**config.mk**
```make
export PLATFORM = sky130hd
export DESIGN_NAME = dma_top
export DESIGN_NICKNAME = d
export VERILOG_FILES = /design/src/dma_pkg.sv /design/src/dma_cfg_wb.sv /design/src/dma_request_table.sv /design/src/dma_ctrl.sv /design/src/dma_read_master.sv /design/src/dma_word_fifo.sv /design/src/dma_write_master.sv /design/src/dma_bus_arb.sv /design/src/dma_top.sv
export SDC_FILE = /design/constraint.sdc
export NUM_CORES = 1
export LEC_CHECK = 0
export BUFFER_PORTS_ARGS = -buffer_cell sky130_fd_sc_hd__buf_2
export CAP_MARGIN = 30
export CORE_AREA = 2 2 230 232
export DETAILED_ROUTE_END_ITERATION = 16
export DIE_AREA = 0 0 232 234
export PLACE_DENSITY = 0.74
export SYNTH_ARGS = -nofsm -noshare
export SYNTH_HDL_FRONTEND = slang
export SYNTH_SLANG_ARGS = --single-unit
```
**constraint.sdc**
```tcl
create_clock -name clk -period 4.5 [get_ports clk]
set_input_delay 0.675 -clock clk [delete_from_list [all_inputs] [get_ports clk]]
set_output_delay 0.675 -clock clk [all_outputs]
set_load 0.01 [all_outputs]
```
**src/dma_pkg.sv**
```systemverilog
// DMA engine shared definitions
// Bus widths, table sizes, register map and control bit positions
package dma_pkg;

  localparam int DMA_ADDR_WIDTH = 32;
  localparam int DMA_DATA_WIDTH = 32;
  localparam int DMA_ENTRIES    = 4;
  localparam int DMA_PTR_WIDTH  = 2;
  localparam int DMA_LEN_WIDTH  = 16;
  localparam int DMA_FIFO_DEPTH = 4;

  // Host register map, one 16-byte window per entry
  localparam int DMA_ENTRY_LSB = 4;    // Address bits 5:4 pick the entry
  localparam int DMA_REG_WIDTH = 2;    // Address bits 3:2 pick the register

  localparam logic [3:0] DMA_REG_SRC  = 4'h0;
  localparam logic [3:0] DMA_REG_DST  = 4'h4;
  localparam logic [3:0] DMA_REG_LEN  = 4'h8;
  localparam logic [3:0] DMA_REG_CTRL = 4'hC;

  // CTRL on write
  localparam int DMA_CTRL_START = 0;
  localparam int DMA_CTRL_IEN   = 1;

  // CTRL on read
  localparam int DMA_STAT_VALID = 0;
  localparam int DMA_STAT_IEN   = 1;
  localparam int DMA_STAT_DONE  = 2;

endpackage

```
**src/dma_cfg_wb.sv**
```systemverilog
// DMA host configuration port
// Wishbone classic slave that turns host accesses into table writes and reads
`timescale 1ns/1ps

module dma_cfg_wb (
  input  logic                                   clk,
  input  logic                                   rst,
  input  logic                                   cfg_cyc_i,
  input  logic                                   cfg_stb_i,
  input  logic                                   cfg_we_i,
  input  logic [dma_pkg::DMA_ADDR_WIDTH-1:0]     cfg_adr_i,
  input  logic [dma_pkg::DMA_DATA_WIDTH-1:0]     cfg_dat_i,
  output logic [dma_pkg::DMA_DATA_WIDTH-1:0]     cfg_dat_o,
  output logic                                   cfg_ack_o,
  output logic                                   tbl_wr_en_o,
  output logic [dma_pkg::DMA_PTR_WIDTH-1:0]      tbl_wr_entry_o,
  output logic [dma_pkg::DMA_REG_WIDTH-1:0]      tbl_wr_reg_o,
  output logic [dma_pkg::DMA_DATA_WIDTH-1:0]     tbl_wr_data_o,
  output logic [dma_pkg::DMA_PTR_WIDTH-1:0]      tbl_rd_entry_o,
  output logic [dma_pkg::DMA_REG_WIDTH-1:0]      tbl_rd_reg_o,
  input  logic [dma_pkg::DMA_DATA_WIDTH-1:0]     tbl_rd_data_i
);
  import dma_pkg::*;

  logic                      ack_q;
  logic [DMA_DATA_WIDTH-1:0] rd_data_q;
  logic                      req;

  // New access not yet acknowledged
  assign req = cfg_cyc_i & cfg_stb_i & ~ack_q;

  // Address split
  assign tbl_wr_entry_o = cfg_adr_i[DMA_ENTRY_LSB +: DMA_PTR_WIDTH];
  assign tbl_wr_reg_o   = cfg_adr_i[2 +: DMA_REG_WIDTH];
  assign tbl_rd_entry_o = cfg_adr_i[DMA_ENTRY_LSB +: DMA_PTR_WIDTH];
  assign tbl_rd_reg_o   = cfg_adr_i[2 +: DMA_REG_WIDTH];

  // Table takes the write on the same edge that raises ack
  assign tbl_wr_en_o   = req & cfg_we_i;
  assign tbl_wr_data_o = cfg_dat_i;

  always_ff @(posedge clk) begin
    if (rst) begin
      ack_q <= 1'b0;
    end else begin
      ack_q <= req;
    end
  end

  always_ff @(posedge clk) begin
    if (req) begin
      rd_data_q <= tbl_rd_data_i;    // Valid together with ack
    end
  end

  assign cfg_ack_o = ack_q;
  assign cfg_dat_o = rd_data_q;

  // Host keeps its request up until the ack
  a_req_held: assert property (@(posedge clk) disable iff (rst)
    cfg_ack_o |-> (cfg_cyc_i && cfg_stb_i))
    else $error("Host dropped its request before the ack");

endmodule

```
**src/dma_request_table.sv**
```systemverilog
// DMA request table
// Descriptor storage with valid, done and interrupt state per entry
`timescale 1ns/1ps

module dma_request_table (
  input  logic                                   clk,
  input  logic                                   rst,
  input  logic                                   tbl_wr_en_i,
  input  logic [dma_pkg::DMA_PTR_WIDTH-1:0]      tbl_wr_entry_i,
  input  logic [dma_pkg::DMA_REG_WIDTH-1:0]      tbl_wr_reg_i,
  input  logic [dma_pkg::DMA_DATA_WIDTH-1:0]     tbl_wr_data_i,
  input  logic [dma_pkg::DMA_PTR_WIDTH-1:0]      tbl_rd_entry_i,
  input  logic [dma_pkg::DMA_REG_WIDTH-1:0]      tbl_rd_reg_i,
  output logic [dma_pkg::DMA_DATA_WIDTH-1:0]     tbl_rd_data_o,
  input  logic [dma_pkg::DMA_PTR_WIDTH-1:0]      ctrl_sel_i,
  output logic [dma_pkg::DMA_ADDR_WIDTH-1:0]     sel_src_o,
  output logic [dma_pkg::DMA_ADDR_WIDTH-1:0]     sel_dst_o,
  output logic [dma_pkg::DMA_LEN_WIDTH-1:0]      sel_len_o,
  output logic [dma_pkg::DMA_ENTRIES-1:0]        valid_o,
  input  logic                                   retire_en_i,
  input  logic [dma_pkg::DMA_PTR_WIDTH-1:0]      retire_entry_i,
  output logic [dma_pkg::DMA_ENTRIES-1:0]        irq_o
);
  import dma_pkg::*;

  logic [DMA_ADDR_WIDTH-1:0] src_q [DMA_ENTRIES];
  logic [DMA_ADDR_WIDTH-1:0] dst_q [DMA_ENTRIES];
  logic [DMA_LEN_WIDTH-1:0]  len_q [DMA_ENTRIES];
  logic [DMA_ENTRIES-1:0]    valid_q;
  logic [DMA_ENTRIES-1:0]    done_q;
  logic [DMA_ENTRIES-1:0]    ien_q;
  logic                      desc_wr;
  logic                      ctrl_wr;

  // Descriptor fields are locked while the entry is queued or running
  assign desc_wr = tbl_wr_en_i & ~valid_q[tbl_wr_entry_i];
  assign ctrl_wr = tbl_wr_en_i & ({tbl_wr_reg_i, 2'b00} == DMA_REG_CTRL);

  always_ff @(posedge clk) begin
    if (desc_wr) begin
      case ({tbl_wr_reg_i, 2'b00})
        DMA_REG_SRC: src_q[tbl_wr_entry_i] <= tbl_wr_data_i;
        DMA_REG_DST: dst_q[tbl_wr_entry_i] <= tbl_wr_data_i;
        DMA_REG_LEN: len_q[tbl_wr_entry_i] <= tbl_wr_data_i[DMA_LEN_WIDTH-1:0];
        default: ;
      endcase
    end
  end

  always_ff @(posedge clk) begin
    if (rst) begin
      valid_q <= '0;
      done_q  <= '0;
      ien_q   <= '0;
    end else begin
      if (ctrl_wr) begin
        ien_q[tbl_wr_entry_i]  <= tbl_wr_data_i[DMA_CTRL_IEN];
        done_q[tbl_wr_entry_i] <= 1'b0;    // Also acks the interrupt
        if (tbl_wr_data_i[DMA_CTRL_START]) begin
          valid_q[tbl_wr_entry_i] <= 1'b1;
        end
      end
      // Retire last so a finished copy always reports done
      if (retire_en_i) begin
        valid_q[retire_entry_i] <= 1'b0;
        done_q[retire_entry_i]  <= 1'b1;
      end
    end
  end

  ////////////////////////////////////////
  // Host readback
  always_comb begin
    tbl_rd_data_o = '0;
    case ({tbl_rd_reg_i, 2'b00})
      DMA_REG_SRC: tbl_rd_data_o = src_q[tbl_rd_entry_i];
      DMA_REG_DST: tbl_rd_data_o = dst_q[tbl_rd_entry_i];
      DMA_REG_LEN: tbl_rd_data_o[DMA_LEN_WIDTH-1:0] = len_q[tbl_rd_entry_i];
      default: begin
        tbl_rd_data_o[DMA_STAT_VALID] = valid_q[tbl_rd_entry_i];
        tbl_rd_data_o[DMA_STAT_IEN]   = ien_q[tbl_rd_entry_i];
        tbl_rd_data_o[DMA_STAT_DONE]  = done_q[tbl_rd_entry_i];
      end
    endcase
  end

  // Controller view
  assign sel_src_o = src_q[ctrl_sel_i];
  assign sel_dst_o = dst_q[ctrl_sel_i];
  assign sel_len_o = len_q[ctrl_sel_i];
  assign valid_o   = valid_q;
  assign irq_o     = done_q & ien_q;

  a_retire_valid: assert property (@(posedge clk) disable iff (rst)
    retire_en_i |-> valid_q[retire_entry_i])
    else $error("Retire of an entry that is not valid");

endmodule

```
**src/dma_ctrl.sv**
```systemverilog
// DMA transfer controller
// Picks the lowest valid entry, launches both masters, retires the entry
`timescale 1ns/1ps

module dma_ctrl (
  input  logic                                   clk,
  input  logic                                   rst,
  input  logic [dma_pkg::DMA_ENTRIES-1:0]        valid_i,
  input  logic [dma_pkg::DMA_LEN_WIDTH-1:0]      sel_len_i,
  output logic [dma_pkg::DMA_PTR_WIDTH-1:0]      ctrl_sel_o,
  output logic                                   rd_start_o,
  output logic                                   wr_start_o,
  input  logic                                   wr_done_i,
  output logic                                   retire_en_o,
  output logic [dma_pkg::DMA_PTR_WIDTH-1:0]      retire_entry_o
);
  import dma_pkg::*;

  typedef enum logic [1:0] {
    ST_IDLE,
    ST_LAUNCH,    // Selected entry visible on the table outputs
    ST_RUN
  } state_e;

  state_e                   state_q;
  logic [DMA_PTR_WIDTH-1:0] sel_q;
  logic [DMA_PTR_WIDTH-1:0] pick;
  logic                     zero_len;

  // Lowest index wins
  always_comb begin
    pick = '0;
    for (int i = DMA_ENTRIES - 1; i >= 0; i--) begin
      if (valid_i[i]) begin
        pick = DMA_PTR_WIDTH'(i);
      end
    end
  end

  assign zero_len = (sel_len_i == '0);

  always_ff @(posedge clk) begin
    if (rst) begin
      state_q <= ST_IDLE;
      sel_q   <= '0;
    end else begin
      case (state_q)
        ST_IDLE: begin
          if (|valid_i) begin
            sel_q   <= pick;
            state_q <= ST_LAUNCH;
          end
        end
        ST_LAUNCH: state_q <= zero_len ? ST_IDLE : ST_RUN;
        ST_RUN:    if (wr_done_i) state_q <= ST_IDLE;
        default:   state_q <= ST_IDLE;
      endcase
    end
  end

  // Both masters start together, empty entries skip the copy
  assign rd_start_o     = (state_q == ST_LAUNCH) & ~zero_len;
  assign wr_start_o     = (state_q == ST_LAUNCH) & ~zero_len;
  assign retire_en_o    = ((state_q == ST_LAUNCH) & zero_len) |
                          ((state_q == ST_RUN) & wr_done_i);
  assign retire_entry_o = sel_q;
  assign ctrl_sel_o     = sel_q;

endmodule

```
**src/dma_read_master.sv**
```systemverilog
// DMA read master
// Fetches source words one at a time and pushes them into the FIFO
`timescale 1ns/1ps

module dma_read_master (
  input  logic                                   clk,
  input  logic                                   rst,
  input  logic                                   start_i,
  input  logic [dma_pkg::DMA_ADDR_WIDTH-1:0]     src_i,
  input  logic [dma_pkg::DMA_LEN_WIDTH-1:0]      len_i,
  input  logic                                   fifo_full_i,
  output logic                                   fifo_push_o,
  output logic [dma_pkg::DMA_DATA_WIDTH-1:0]     fifo_wdata_o,
  output logic                                   m_cyc_o,
  output logic                                   m_stb_o,
  output logic                                   m_we_o,
  output logic [dma_pkg::DMA_ADDR_WIDTH-1:0]     m_adr_o,
  input  logic                                   m_ack_i,
  input  logic [dma_pkg::DMA_DATA_WIDTH-1:0]     m_dat_i
);
  import dma_pkg::*;

  logic                      cyc_q;
  logic [DMA_ADDR_WIDTH-1:0] adr_q;
  logic [DMA_LEN_WIDTH-1:0]  remain_q;

  always_ff @(posedge clk) begin
    if (rst) begin
      cyc_q    <= 1'b0;
      remain_q <= '0;
    end else if (start_i) begin
      remain_q <= len_i;
    end else if (cyc_q) begin
      if (m_ack_i) begin
        cyc_q    <= 1'b0;    // Idle cycle between words
        remain_q <= remain_q - 1'b1;
      end
    end else if (remain_q != '0 && !fifo_full_i) begin
      cyc_q <= 1'b1;    // Slot free for the returned word
    end
  end

  always_ff @(posedge clk) begin
    if (start_i) begin
      adr_q <= src_i;
    end else if (cyc_q && m_ack_i) begin
      adr_q <= adr_q + DMA_ADDR_WIDTH'(4);
    end
  end

  assign m_cyc_o = cyc_q;
  assign m_stb_o = cyc_q;
  assign m_we_o  = 1'b0;
  assign m_adr_o = adr_q;

  assign fifo_push_o  = cyc_q & m_ack_i;
  assign fifo_wdata_o = m_dat_i;

endmodule

```
**src/dma_word_fifo.sv**
```systemverilog
// DMA word FIFO
// Circular buffer between the read and the write master
`timescale 1ns/1ps

module dma_word_fifo #(
  parameter int DEPTH = dma_pkg::DMA_FIFO_DEPTH
) (
  input  logic                                   clk,
  input  logic                                   rst,
  input  logic                                   push_i,
  input  logic [dma_pkg::DMA_DATA_WIDTH-1:0]     wdata_i,
  output logic                                   full_o,
  input  logic                                   pop_i,
  output logic [dma_pkg::DMA_DATA_WIDTH-1:0]     rdata_o,
  output logic                                   empty_o
);
  import dma_pkg::*;

  localparam int PTR_W = (DEPTH > 1) ? $clog2(DEPTH) : 1;
  localparam int CNT_W = $clog2(DEPTH + 1);

  logic [DMA_DATA_WIDTH-1:0] mem [DEPTH];
  logic [PTR_W-1:0]          wr_ptr_q;
  logic [PTR_W-1:0]          rd_ptr_q;
  logic [CNT_W-1:0]          count_q;

  always_ff @(posedge clk) begin
    if (push_i) begin
      mem[wr_ptr_q] <= wdata_i;
    end
  end

  always_ff @(posedge clk) begin
    if (rst) begin
      wr_ptr_q <= '0;
      rd_ptr_q <= '0;
      count_q  <= '0;
    end else begin
      if (push_i) begin
        wr_ptr_q <= (wr_ptr_q == PTR_W'(DEPTH - 1)) ? '0 : wr_ptr_q + 1'b1;
      end
      if (pop_i) begin
        rd_ptr_q <= (rd_ptr_q == PTR_W'(DEPTH - 1)) ? '0 : rd_ptr_q + 1'b1;
      end
      if (push_i && !pop_i) count_q <= count_q + 1'b1;
      if (pop_i && !push_i) count_q <= count_q - 1'b1;
    end
  end

  assign rdata_o = mem[rd_ptr_q];    // Head word, first-word fall-through
  assign full_o  = (count_q == CNT_W'(DEPTH));
  assign empty_o = (count_q == '0);

  a_no_overflow: assert property (@(posedge clk) disable iff (rst)
    push_i |-> !full_o)
    else $error("Push into a full FIFO");

  a_no_underflow: assert property (@(posedge clk) disable iff (rst)
    pop_i |-> !empty_o)
    else $error("Pop from an empty FIFO");

endmodule

```
**src/dma_write_master.sv**
```systemverilog
// DMA write master
// Drains the FIFO to the destination, one word per bus cycle
`timescale 1ns/1ps

module dma_write_master (
  input  logic                                   clk,
  input  logic                                   rst,
  input  logic                                   start_i,
  input  logic [dma_pkg::DMA_ADDR_WIDTH-1:0]     dst_i,
  input  logic [dma_pkg::DMA_LEN_WIDTH-1:0]      len_i,
  input  logic                                   fifo_empty_i,
  input  logic [dma_pkg::DMA_DATA_WIDTH-1:0]     fifo_rdata_i,
  output logic                                   fifo_pop_o,
  output logic                                   done_o,
  output logic                                   m_cyc_o,
  output logic                                   m_stb_o,
  output logic                                   m_we_o,
  output logic [dma_pkg::DMA_ADDR_WIDTH-1:0]     m_adr_o,
  output logic [dma_pkg::DMA_DATA_WIDTH-1:0]     m_dat_o,
  input  logic                                   m_ack_i
);
  import dma_pkg::*;

  logic                      cyc_q;
  logic                      done_q;
  logic [DMA_ADDR_WIDTH-1:0] adr_q;
  logic [DMA_LEN_WIDTH-1:0]  remain_q;
  logic                      beat_done;

  assign beat_done = cyc_q & m_ack_i;

  always_ff @(posedge clk) begin
    if (rst) begin
      cyc_q    <= 1'b0;
      done_q   <= 1'b0;
      remain_q <= '0;
    end else begin
      done_q <= beat_done && (remain_q == DMA_LEN_WIDTH'(1));    // Last word
      if (start_i) begin
        remain_q <= len_i;
      end else if (cyc_q) begin
        if (m_ack_i) begin
          cyc_q    <= 1'b0;
          remain_q <= remain_q - 1'b1;
        end
      end else if (remain_q != '0 && !fifo_empty_i) begin
        cyc_q <= 1'b1;
      end
    end
  end

  always_ff @(posedge clk) begin
    if (start_i) begin
      adr_q <= dst_i;
    end else if (beat_done) begin
      adr_q <= adr_q + DMA_ADDR_WIDTH'(4);
    end
  end

  assign m_cyc_o = cyc_q;
  assign m_stb_o = cyc_q;
  assign m_we_o  = 1'b1;
  assign m_adr_o = adr_q;
  assign m_dat_o = fifo_rdata_i;    // Head word held until the pop

  assign fifo_pop_o = beat_done;
  assign done_o     = done_q;

endmodule

```
**src/dma_bus_arb.sv**
```systemverilog
// DMA bus arbiter
// Shares the Wishbone master bus between the read and the write master
`timescale 1ns/1ps

module dma_bus_arb (
  input  logic                                   clk,
  input  logic                                   rst,
  input  logic                                   rd_cyc_i,
  input  logic                                   rd_stb_i,
  input  logic                                   rd_we_i,
  input  logic [dma_pkg::DMA_ADDR_WIDTH-1:0]     rd_adr_i,
  output logic                                   rd_ack_o,
  output logic [dma_pkg::DMA_DATA_WIDTH-1:0]     rd_dat_o,
  input  logic                                   wr_cyc_i,
  input  logic                                   wr_stb_i,
  input  logic                                   wr_we_i,
  input  logic [dma_pkg::DMA_ADDR_WIDTH-1:0]     wr_adr_i,
  input  logic [dma_pkg::DMA_DATA_WIDTH-1:0]     wr_dat_i,
  output logic                                   wr_ack_o,
  output logic                                   bus_cyc_o,
  output logic                                   bus_stb_o,
  output logic                                   bus_we_o,
  output logic [dma_pkg::DMA_ADDR_WIDTH-1:0]     bus_adr_o,
  output logic [dma_pkg::DMA_DATA_WIDTH-1:0]     bus_dat_o,
  input  logic                                   bus_ack_i,
  input  logic [dma_pkg::DMA_DATA_WIDTH-1:0]     bus_dat_i
);

  logic gnt_wr_q;    // 1 selects the write master
  logic gnt_wr_nxt;
  logic active;

  assign active = gnt_wr_q ? wr_cyc_i : rd_cyc_i;

  ////////////////////////////////////////
  // Grant held for the whole bus cycle
  always_comb begin
    gnt_wr_nxt = gnt_wr_q;
    if (!active) begin
      if (wr_cyc_i) begin
        gnt_wr_nxt = 1'b1;    // Writer first since it frees FIFO space
      end else if (rd_cyc_i) begin
        gnt_wr_nxt = 1'b0;
      end
    end
  end

  always_ff @(posedge clk) begin
    if (rst) begin
      gnt_wr_q <= 1'b1;
    end else begin
      gnt_wr_q <= gnt_wr_nxt;
    end
  end

  ////////////////////////////////////////
  // Request mux and ack routing
  assign bus_cyc_o = gnt_wr_q ? wr_cyc_i : rd_cyc_i;
  assign bus_stb_o = gnt_wr_q ? wr_stb_i : rd_stb_i;
  assign bus_we_o  = gnt_wr_q ? wr_we_i  : rd_we_i;
  assign bus_adr_o = gnt_wr_q ? wr_adr_i : rd_adr_i;
  assign bus_dat_o = gnt_wr_q ? wr_dat_i : '0;

  assign wr_ack_o = gnt_wr_q & bus_ack_i;
  assign rd_ack_o = ~gnt_wr_q & bus_ack_i;
  assign rd_dat_o = bus_dat_i;

  // An ack must still find its master on the bus
  a_ack_owner: assert property (@(posedge clk) disable iff (rst)
    bus_ack_i |-> active)
    else $error("Bus ack while the granted master is idle");

endmodule

```
**src/dma_top.sv**
```systemverilog
// DMA engine top level
// Host port, request table, controller, two bus masters, FIFO and arbiter
`timescale 1ns/1ps

module dma_top (
  input  logic                                   clk,
  input  logic                                   rst,
  input  logic                                   cfg_cyc_i,
  input  logic                                   cfg_stb_i,
  input  logic                                   cfg_we_i,
  input  logic [dma_pkg::DMA_ADDR_WIDTH-1:0]     cfg_adr_i,
  input  logic [dma_pkg::DMA_DATA_WIDTH-1:0]     cfg_dat_i,
  output logic [dma_pkg::DMA_DATA_WIDTH-1:0]     cfg_dat_o,
  output logic                                   cfg_ack_o,
  output logic                                   bus_cyc_o,
  output logic                                   bus_stb_o,
  output logic                                   bus_we_o,
  output logic [dma_pkg::DMA_ADDR_WIDTH-1:0]     bus_adr_o,
  output logic [dma_pkg::DMA_DATA_WIDTH-1:0]     bus_dat_o,
  input  logic                                   bus_ack_i,
  input  logic [dma_pkg::DMA_DATA_WIDTH-1:0]     bus_dat_i,
  output logic [dma_pkg::DMA_ENTRIES-1:0]        irq_o
);
  import dma_pkg::*;

  // Host side to table
  logic                      tbl_wr_en;
  logic [DMA_PTR_WIDTH-1:0]  tbl_wr_entry, tbl_rd_entry;
  logic [DMA_REG_WIDTH-1:0]  tbl_wr_reg, tbl_rd_reg;
  logic [DMA_DATA_WIDTH-1:0] tbl_wr_data, tbl_rd_data;

  // Table to controller and masters
  logic [DMA_PTR_WIDTH-1:0]  ctrl_sel, retire_entry;
  logic [DMA_ADDR_WIDTH-1:0] sel_src, sel_dst;
  logic [DMA_LEN_WIDTH-1:0]  sel_len;
  logic [DMA_ENTRIES-1:0]    valid;
  logic                      retire_en, rd_start, wr_start, wr_done;

  // FIFO
  logic                      fifo_push, fifo_pop, fifo_full, fifo_empty;
  logic [DMA_DATA_WIDTH-1:0] fifo_wdata, fifo_rdata;

  // Master requests
  logic                      rd_cyc, rd_stb, rd_we, rd_ack;
  logic                      wr_cyc, wr_stb, wr_we, wr_ack;
  logic [DMA_ADDR_WIDTH-1:0] rd_adr, wr_adr;
  logic [DMA_DATA_WIDTH-1:0] rd_dat, wr_dat;

  dma_cfg_wb u_cfg (
    .clk, .rst,
    .cfg_cyc_i, .cfg_stb_i, .cfg_we_i, .cfg_adr_i, .cfg_dat_i, .cfg_dat_o, .cfg_ack_o,
    .tbl_wr_en_o    (tbl_wr_en),
    .tbl_wr_entry_o (tbl_wr_entry),
    .tbl_wr_reg_o   (tbl_wr_reg),
    .tbl_wr_data_o  (tbl_wr_data),
    .tbl_rd_entry_o (tbl_rd_entry),
    .tbl_rd_reg_o   (tbl_rd_reg),
    .tbl_rd_data_i  (tbl_rd_data)
  );

  dma_request_table u_table (
    .clk, .rst,
    .tbl_wr_en_i    (tbl_wr_en),
    .tbl_wr_entry_i (tbl_wr_entry),
    .tbl_wr_reg_i   (tbl_wr_reg),
    .tbl_wr_data_i  (tbl_wr_data),
    .tbl_rd_entry_i (tbl_rd_entry),
    .tbl_rd_reg_i   (tbl_rd_reg),
    .tbl_rd_data_o  (tbl_rd_data),
    .ctrl_sel_i     (ctrl_sel),
    .sel_src_o      (sel_src),
    .sel_dst_o      (sel_dst),
    .sel_len_o      (sel_len),
    .valid_o        (valid),
    .retire_en_i    (retire_en),
    .retire_entry_i (retire_entry),
    .irq_o
  );

  dma_ctrl u_ctrl (
    .clk, .rst,
    .valid_i        (valid),
    .sel_len_i      (sel_len),
    .ctrl_sel_o     (ctrl_sel),
    .rd_start_o     (rd_start),
    .wr_start_o     (wr_start),
    .wr_done_i      (wr_done),
    .retire_en_o    (retire_en),
    .retire_entry_o (retire_entry)
  );

  dma_read_master u_rd (
    .clk, .rst,
    .start_i (rd_start), .src_i (sel_src), .len_i (sel_len),
    .fifo_full_i (fifo_full), .fifo_push_o (fifo_push), .fifo_wdata_o (fifo_wdata),
    .m_cyc_o (rd_cyc), .m_stb_o (rd_stb), .m_we_o (rd_we), .m_adr_o (rd_adr),
    .m_ack_i (rd_ack), .m_dat_i (rd_dat)
  );

  dma_word_fifo #(.DEPTH(DMA_FIFO_DEPTH)) u_fifo (
    .clk, .rst,
    .push_i (fifo_push), .wdata_i (fifo_wdata), .full_o (fifo_full),
    .pop_i (fifo_pop), .rdata_o (fifo_rdata), .empty_o (fifo_empty)
  );

  dma_write_master u_wr (
    .clk, .rst,
    .start_i (wr_start), .dst_i (sel_dst), .len_i (sel_len),
    .fifo_empty_i (fifo_empty), .fifo_rdata_i (fifo_rdata), .fifo_pop_o (fifo_pop),
    .done_o (wr_done),
    .m_cyc_o (wr_cyc), .m_stb_o (wr_stb), .m_we_o (wr_we), .m_adr_o (wr_adr),
    .m_dat_o (wr_dat), .m_ack_i (wr_ack)
  );

  dma_bus_arb u_arb (
    .clk, .rst,
    .rd_cyc_i (rd_cyc), .rd_stb_i (rd_stb), .rd_we_i (rd_we), .rd_adr_i (rd_adr),
    .rd_ack_o (rd_ack), .rd_dat_o (rd_dat),
    .wr_cyc_i (wr_cyc), .wr_stb_i (wr_stb), .wr_we_i (wr_we), .wr_adr_i (wr_adr),
    .wr_dat_i (wr_dat), .wr_ack_o (wr_ack),
    .bus_cyc_o, .bus_stb_o, .bus_we_o, .bus_adr_o, .bus_dat_o, .bus_ack_i, .bus_dat_i
  );

endmodule

```
Word-level counts from Yosys, hierarchy flattened. Memories as Yosys holds them, arrays and structs flattened. A register that Yosys moved wholly into a read port is not among the register bits. Index checks and enable logic that the tools add are counted.

Equal/unequal tests: 11. Bitwise gates (word level): 25. $add $sub $neg: 8. Muxes and demuxes: 74. $lt $le $gt $ge: 4. Reductions and logical operators: 32.

Operators with widths (number): 32-bit two-way mux (6); 16-bit two-way mux (6); 32-bit by 3-bit adder with 32-bit output, second input constant (2); 13-bit case mux with 3 select lines (1); 2-bit two-way mux (17); 16-bit case mux with 2 select lines (1); 16-bit nonzero test (2); 16-bit by 1-bit subtractor with 16-bit output, second input constant (2); 4-bit two-way mux (7); 1-bit two-way mux (26); 16-bit by 1-bit == test with 1-bit output, second input constant (1); 16-bit logical NOT (1); 2-bit nonzero test (8); 1-bit AND (12); 4-bit AND (3); 2-bit == test, second input constant (5); 2-bit AND reduction (5); 3-bit case mux with 3 select lines (1); 1-bit logical AND (8); 4-bit inverter (2); 4-bit bitwise OR (2); 1-bit binary-select mux with 2-bit select (3); 2-bit by 3-bit < comparator with 1-bit output, second input constant (2); 3-bit two-way mux (2); 16 further kinds (29).

Input port bits: 102. Memories: 4. Register bits after elaboration: 156. Bits in writable memories: 448.

Memory list: u_fifo.mem (words 4, bits a word 32, rd ports 1, clocked after memory_dff 1, write ports 1, line dma_word_fifo.sv:22) `logic [DMA_DATA_WIDTH-1:0] mem [DEPTH];`; u_table.dst_q (words 4, bits a word 32, rd ports 2, clocked after memory_dff 1, write ports 1, line dma_request_table.sv:27) `logic [DMA_ADDR_WIDTH-1:0] dst_q [DMA_ENTRIES];`; u_table.src_q (words 4, bits a word 32, rd ports 2, clocked after memory_dff 1, write ports 1, line dma_request_table.sv:26) `logic [DMA_ADDR_WIDTH-1:0] src_q [DMA_ENTRIES];`; u_table.len_q (words 4, bits a word 16, rd ports 2, clocked after memory_dff 1, write ports 1, line dma_request_table.sv:28) `logic [DMA_LEN_WIDTH-1:0] len_q [DMA_ENTRIES];`.

Depth between registers and ports, before layout.
Depth in word-level cells: 10. Mapped depth: 10. Mapped depth without buffers: 8.

Hierarchy. A second synthesis with hierarchy kept.

Cell total of the unflattened synthesis: 1821. Area, all modules: 28683.8 sq um.

By module, submodules not included: dma_request_table (area an instance 14606.5 sq um, instances 1, sequential area each 9849.4 sq um, cells each 689); dma_word_fifo (area an instance 5106.1 sq um, instances 1, sequential area each 4023.9 sq um, cells each 215); dma_write_master (area an instance 3218.1 sq um, instances 1, sequential area each 1321.3 sq um, cells each 353); dma_read_master (area an instance 3067.9 sq um, instances 1, sequential area each 1301.2 sq um, cells each 342); dma_cfg_wb (area an instance 1315.0 sq um, instances 1, sequential area each 980.9 sq um, cells each 76); dma_bus_arb (area an instance 1118.6 sq um, instances 1, sequential area each 20.0 sq um, cells each 114); dma_ctrl (area an instance 251.5 sq um, instances 1, sequential area each 80.1 sq um, cells each 32).

Least setup slack after synthesis. No wires, ideal clock.

Kind: input to register. From: in cfg_stb_i. To: mem u_table.dst_q[0][0] (enable). Stages: 6. Required time: 4.039 ns. Path buffers: 0. Data arrival time: 4.197 ns. Setup time: 0.461 ns. Setup slack: -0.158 ns. Cell sequence: nand3b_1 > inv_1 > nand2_1 > nor3_1 > nand2_1 > nor3_1.

Word-level cells in the longest chain between the ends: 6.

Ends and longest elaborated chain: from (decl) (line dma_top.sv:9) `input logic cfg_stb_i,`; 1-bit AND (2 in a row) (line dma_cfg_wb.sv:30) `assign req = cfg_cyc_i & cfg_stb_i & ~ack_q;`; via u_cfg.req (line dma_cfg_wb.sv:27) `logic req;`; 1-bit AND (line dma_cfg_wb.sv:39) `assign tbl_wr_en_o = req & cfg_we_i;`; 1-bit AND (line dma_request_table.sv:36) `assign desc_wr = tbl_wr_en_i & ~valid_q[tbl_wr_entry_i];`; 1-bit two-way mux (line dma_request_table.sv:40) `if (desc_wr) begin`; 1-bit two-way mux (not written as such) (line dma_request_table.sv:43) `DMA_REG_DST: dst_q[tbl_wr_entry_i] <= tbl_wr_data_i;`; to (decl) (line dma_request_table.sv:27).

The timed path passes the listed nets, and every way through them passes these cells.

==> results.md <==
* Status: finished clean
* TritonCTS clock tree: built
* Crit path max fanout at 21
* Hold path depth at 1
* Top post-synthesis cells by count: edfxtp_1, mux4_2, mux2_2, nor2_1, xnor2_1
* Top_reg_cell synth: edfxtp_1
* Clock group share of total power at 40.2%
* Routed vias/inst at 6.20
* First-pass GRT wire length at 95.1 mm
* WHS Endpoint: u_fifo.mem[0][1]
* Slew Viols, Final at 0
* Asr flop ratio synth at 0%
* # DRC at 0
* Most numerous cell in the Yosys netlist: edfxtp_1
* Final ANT Viol Nets at 0
* Synth Warn # at 0
* Post-Route WL at 62.7 mm
* Cell area after synthesis at 27,300 sq um
* Min Hold Slack at 0.273 ns
* Logic pwr share at 8.0%
* Max clock buf depth at 3
* HPWL Detailed at 38.9 mm
* Measured slew at the worst slew-check pin at 0.919 ns
* Cts repair resizes at 0
* Lkg Pwr at 10.1 nW
* Final worst setup slack at 1.21 ns
* F_max at 304 MHz
* Sw Ratio at 22.1%
* TritonCTS Sinks at 608
* Share of layout cells above drive strength 1 at 32.0%
* Post-synthesis sequential area ratio at 64.6%
* Slew HR at 38.7%
* Drt first pass iters at 5
* Total CTS buffers at 60
* Clk root buf: clkbuf_16
* Fin crit share at 73.1%
* H-tree depth at 2
* RSZ-0062 raised after global routing: false
* Worst r2r path cells at 6
* CP arrival at 2.62 ns
* Area leader, netlist: edfxtp_1
* RePlAce Congestion at 0.821
* Max_cap viols at 0
* Clk pin slew, worst setup/hold paths at 0.06 ns
* Nets at 1,885
* CP Capture Type: output pin
* Rows at 84
* Fillers at 3,819
* I/O pin cnt at 206
* CP required at 3.83 ns
* Vias at 15,600
* Yosys reg bits at 608
* Area contributors post-synth: edfxtp_1, mux4_2, dfxtp_1
* Pwr dens at 394 nW/um^2
* Initial core utilization at 52.4%
* Die Ht at 234 microns
* Final setup fails at 0
* Sequential fraction of design power at 51.8%
* Worst reg-to-reg setup slack at 1.26 ns
* FF-to-FF End: u_wr.m_adr_o[6]
* Critical path type: reg -> out
* Syn Area/Cell at 17.1 sq um
* Core Region at 52,000 sq um
* Hold_sp: bus_dat_i[1]
* Initial antenna violation count at 6
* Congestion Overflow GR at 0
* I/O Buffers at 177
* Initial DRC Count at 1,507
* Largest net degree at the start of global routing at 67
* Worst Clk Skew at 0.0199 ns
* Startpoint types: register
* Cells after synthesis at 1,596
* Tot GR Track Use at 23.4%
* P_sw at 2.70 mW
* Post-layout utilization of the core at 59.4%
* Int Power at 9.48 mW
* Synth unique cells at 57
* Die X at 232 microns
* Minimum clock period at 3.29 ns
* Syn Nets at 1,710
* Post-synth top area share at 59.9%
* Skew-Pair Late Insertion Delay at 0.63 ns
* Routed length per placed instance at 25.0 microns
* EDFF count, synth at 544
* VDD IR max at 324 uV
* Vias in the first global route at 16,000
* Post-CTS Hold Buffers at 0
* Total power at 12.2 mW
* HP Class: in -> reg
* Setup Buffers After CTS at 0
* Die Area at 54,300 sq um
* Total Neg Setup Slack at 0 ns
* Pre-CTS setup slack at 0.844 ns
* Area growth, synth to finish at 13.4%
* Final hold vios at 0
## logic make-up after synthesis
group           after synthesis  synth area share [%]
simple gates                335                  6.62
flops                       608                  64.6
fa+ha+maj                    13                 0.615
xor+xnor                     87                  2.80
buf+inv                     132                  2.06
mux                         299                  20.5
compound gates              122                  2.73
## how the worst max path moves through the flow
stage                 start              endpoint  cells after the start
4_1_cts            register         bus_dat_o[31]                      4
6_report           register         bus_dat_o[31]                      4
3_3_place_gp   cfg_adr_i[4]  u_table.src_q[3][27]                      6
5_1_grt            register          bus_dat_o[1]                      4
2_1_floorplan     cfg_stb_i   u_table.dst_q[3][0]                      6
3_5_place_dp   cfg_adr_i[4]  u_table.src_q[3][25]                      6
## flip-flops by register name, summed over array words and instances (netlist names), 2 cells and up, named ones only
register	cells
u_cfg.cfg_dat_o	32
u_ctrl.ctrl_sel_o	2
u_ctrl.state_q	2
u_fifo.count_q	3
u_fifo.mem	128
u_fifo.rd_ptr_q	2
u_fifo.wr_ptr_q	2
u_rd.m_adr_o	32
u_rd.remain_q	16
u_table.done_q	4
u_table.dst_q	128
u_table.ien_q	4
u_table.len_q	64
u_table.src_q	128
u_table.valid_o	4
u_wr.m_adr_o	32
u_wr.remain_q	16
## worst max-delay path, cell delays in order (launching register included)
cell and delay [ns]:
dfxtp_2 0.82, buf_4 0.31, mux4_2 0.51, and2_1 0.19
buf_2 0.14
## per-layer routing
layer	routed length, microns	global-route usage (%)	up-vias
li1	-	-	6757
met1	25400	31.8	8109
met2	31400	39.1	597
met3	4460	4.17	101
met4	1370	6.95	6
met5	41	0	-
## stage by stage
stage,cells,cell area [sq um]
floorplan,1596,27300
global placement,2397,29000
detailed placement,2397,29000
CTS,2509,30900
global route,2512,30900
finish,2512,30900
## power groups by stage
stage | sequential (mW) | clock [mW] | combinational, mW
global placement | 6.42 | 0 | 0.958
finish | 6.31 | 4.89 | 0.972
CTS | 6.31 | 4.97 | 0.983
global route | 6.31 | 5.18 | 1.05
detailed placement | 6.42 | 0 | 0.976
floorplan | 6.41 | 0 | 0.589
## final cells by class
type,count,area (sq um),share of cell area [%]
flip-flops and latches,608,17600,57.0
multi-input cells,856,9150,29.6
clock buffers,83,1640,5.30
repair buffers,214,1220,3.96
well taps,688,861,2.79
clock inverters,29,274,0.887
inverters,31,116,0.377
diodes,3,7.51,0.0243
## layout by cell type, fill, tap and decap left out, drive strengths merged, types with 4 or more instances in the layout
cell	instances
a211oi	4
a21boi	29
a21oi	35
a31oi	5
and2	42
and3	21
and4	10
buf	214
bufinv	5
clkbuf	83
clkinv	20
dfxtp	64
edfxtp	544
ha	11
inv	32
mux2	72
mux2i	29
mux4	198
nand2	41
nand2b	5
nand3	47
nand3b	5
nand4	20
nand4b	4
nor2	72
nor2b	4
nor3	27
nor4	15
o21ai	28
o22ai	13
or3	7
xnor2	70
xor2	17
No activity file was read; power rests on OpenSTA's default activity.
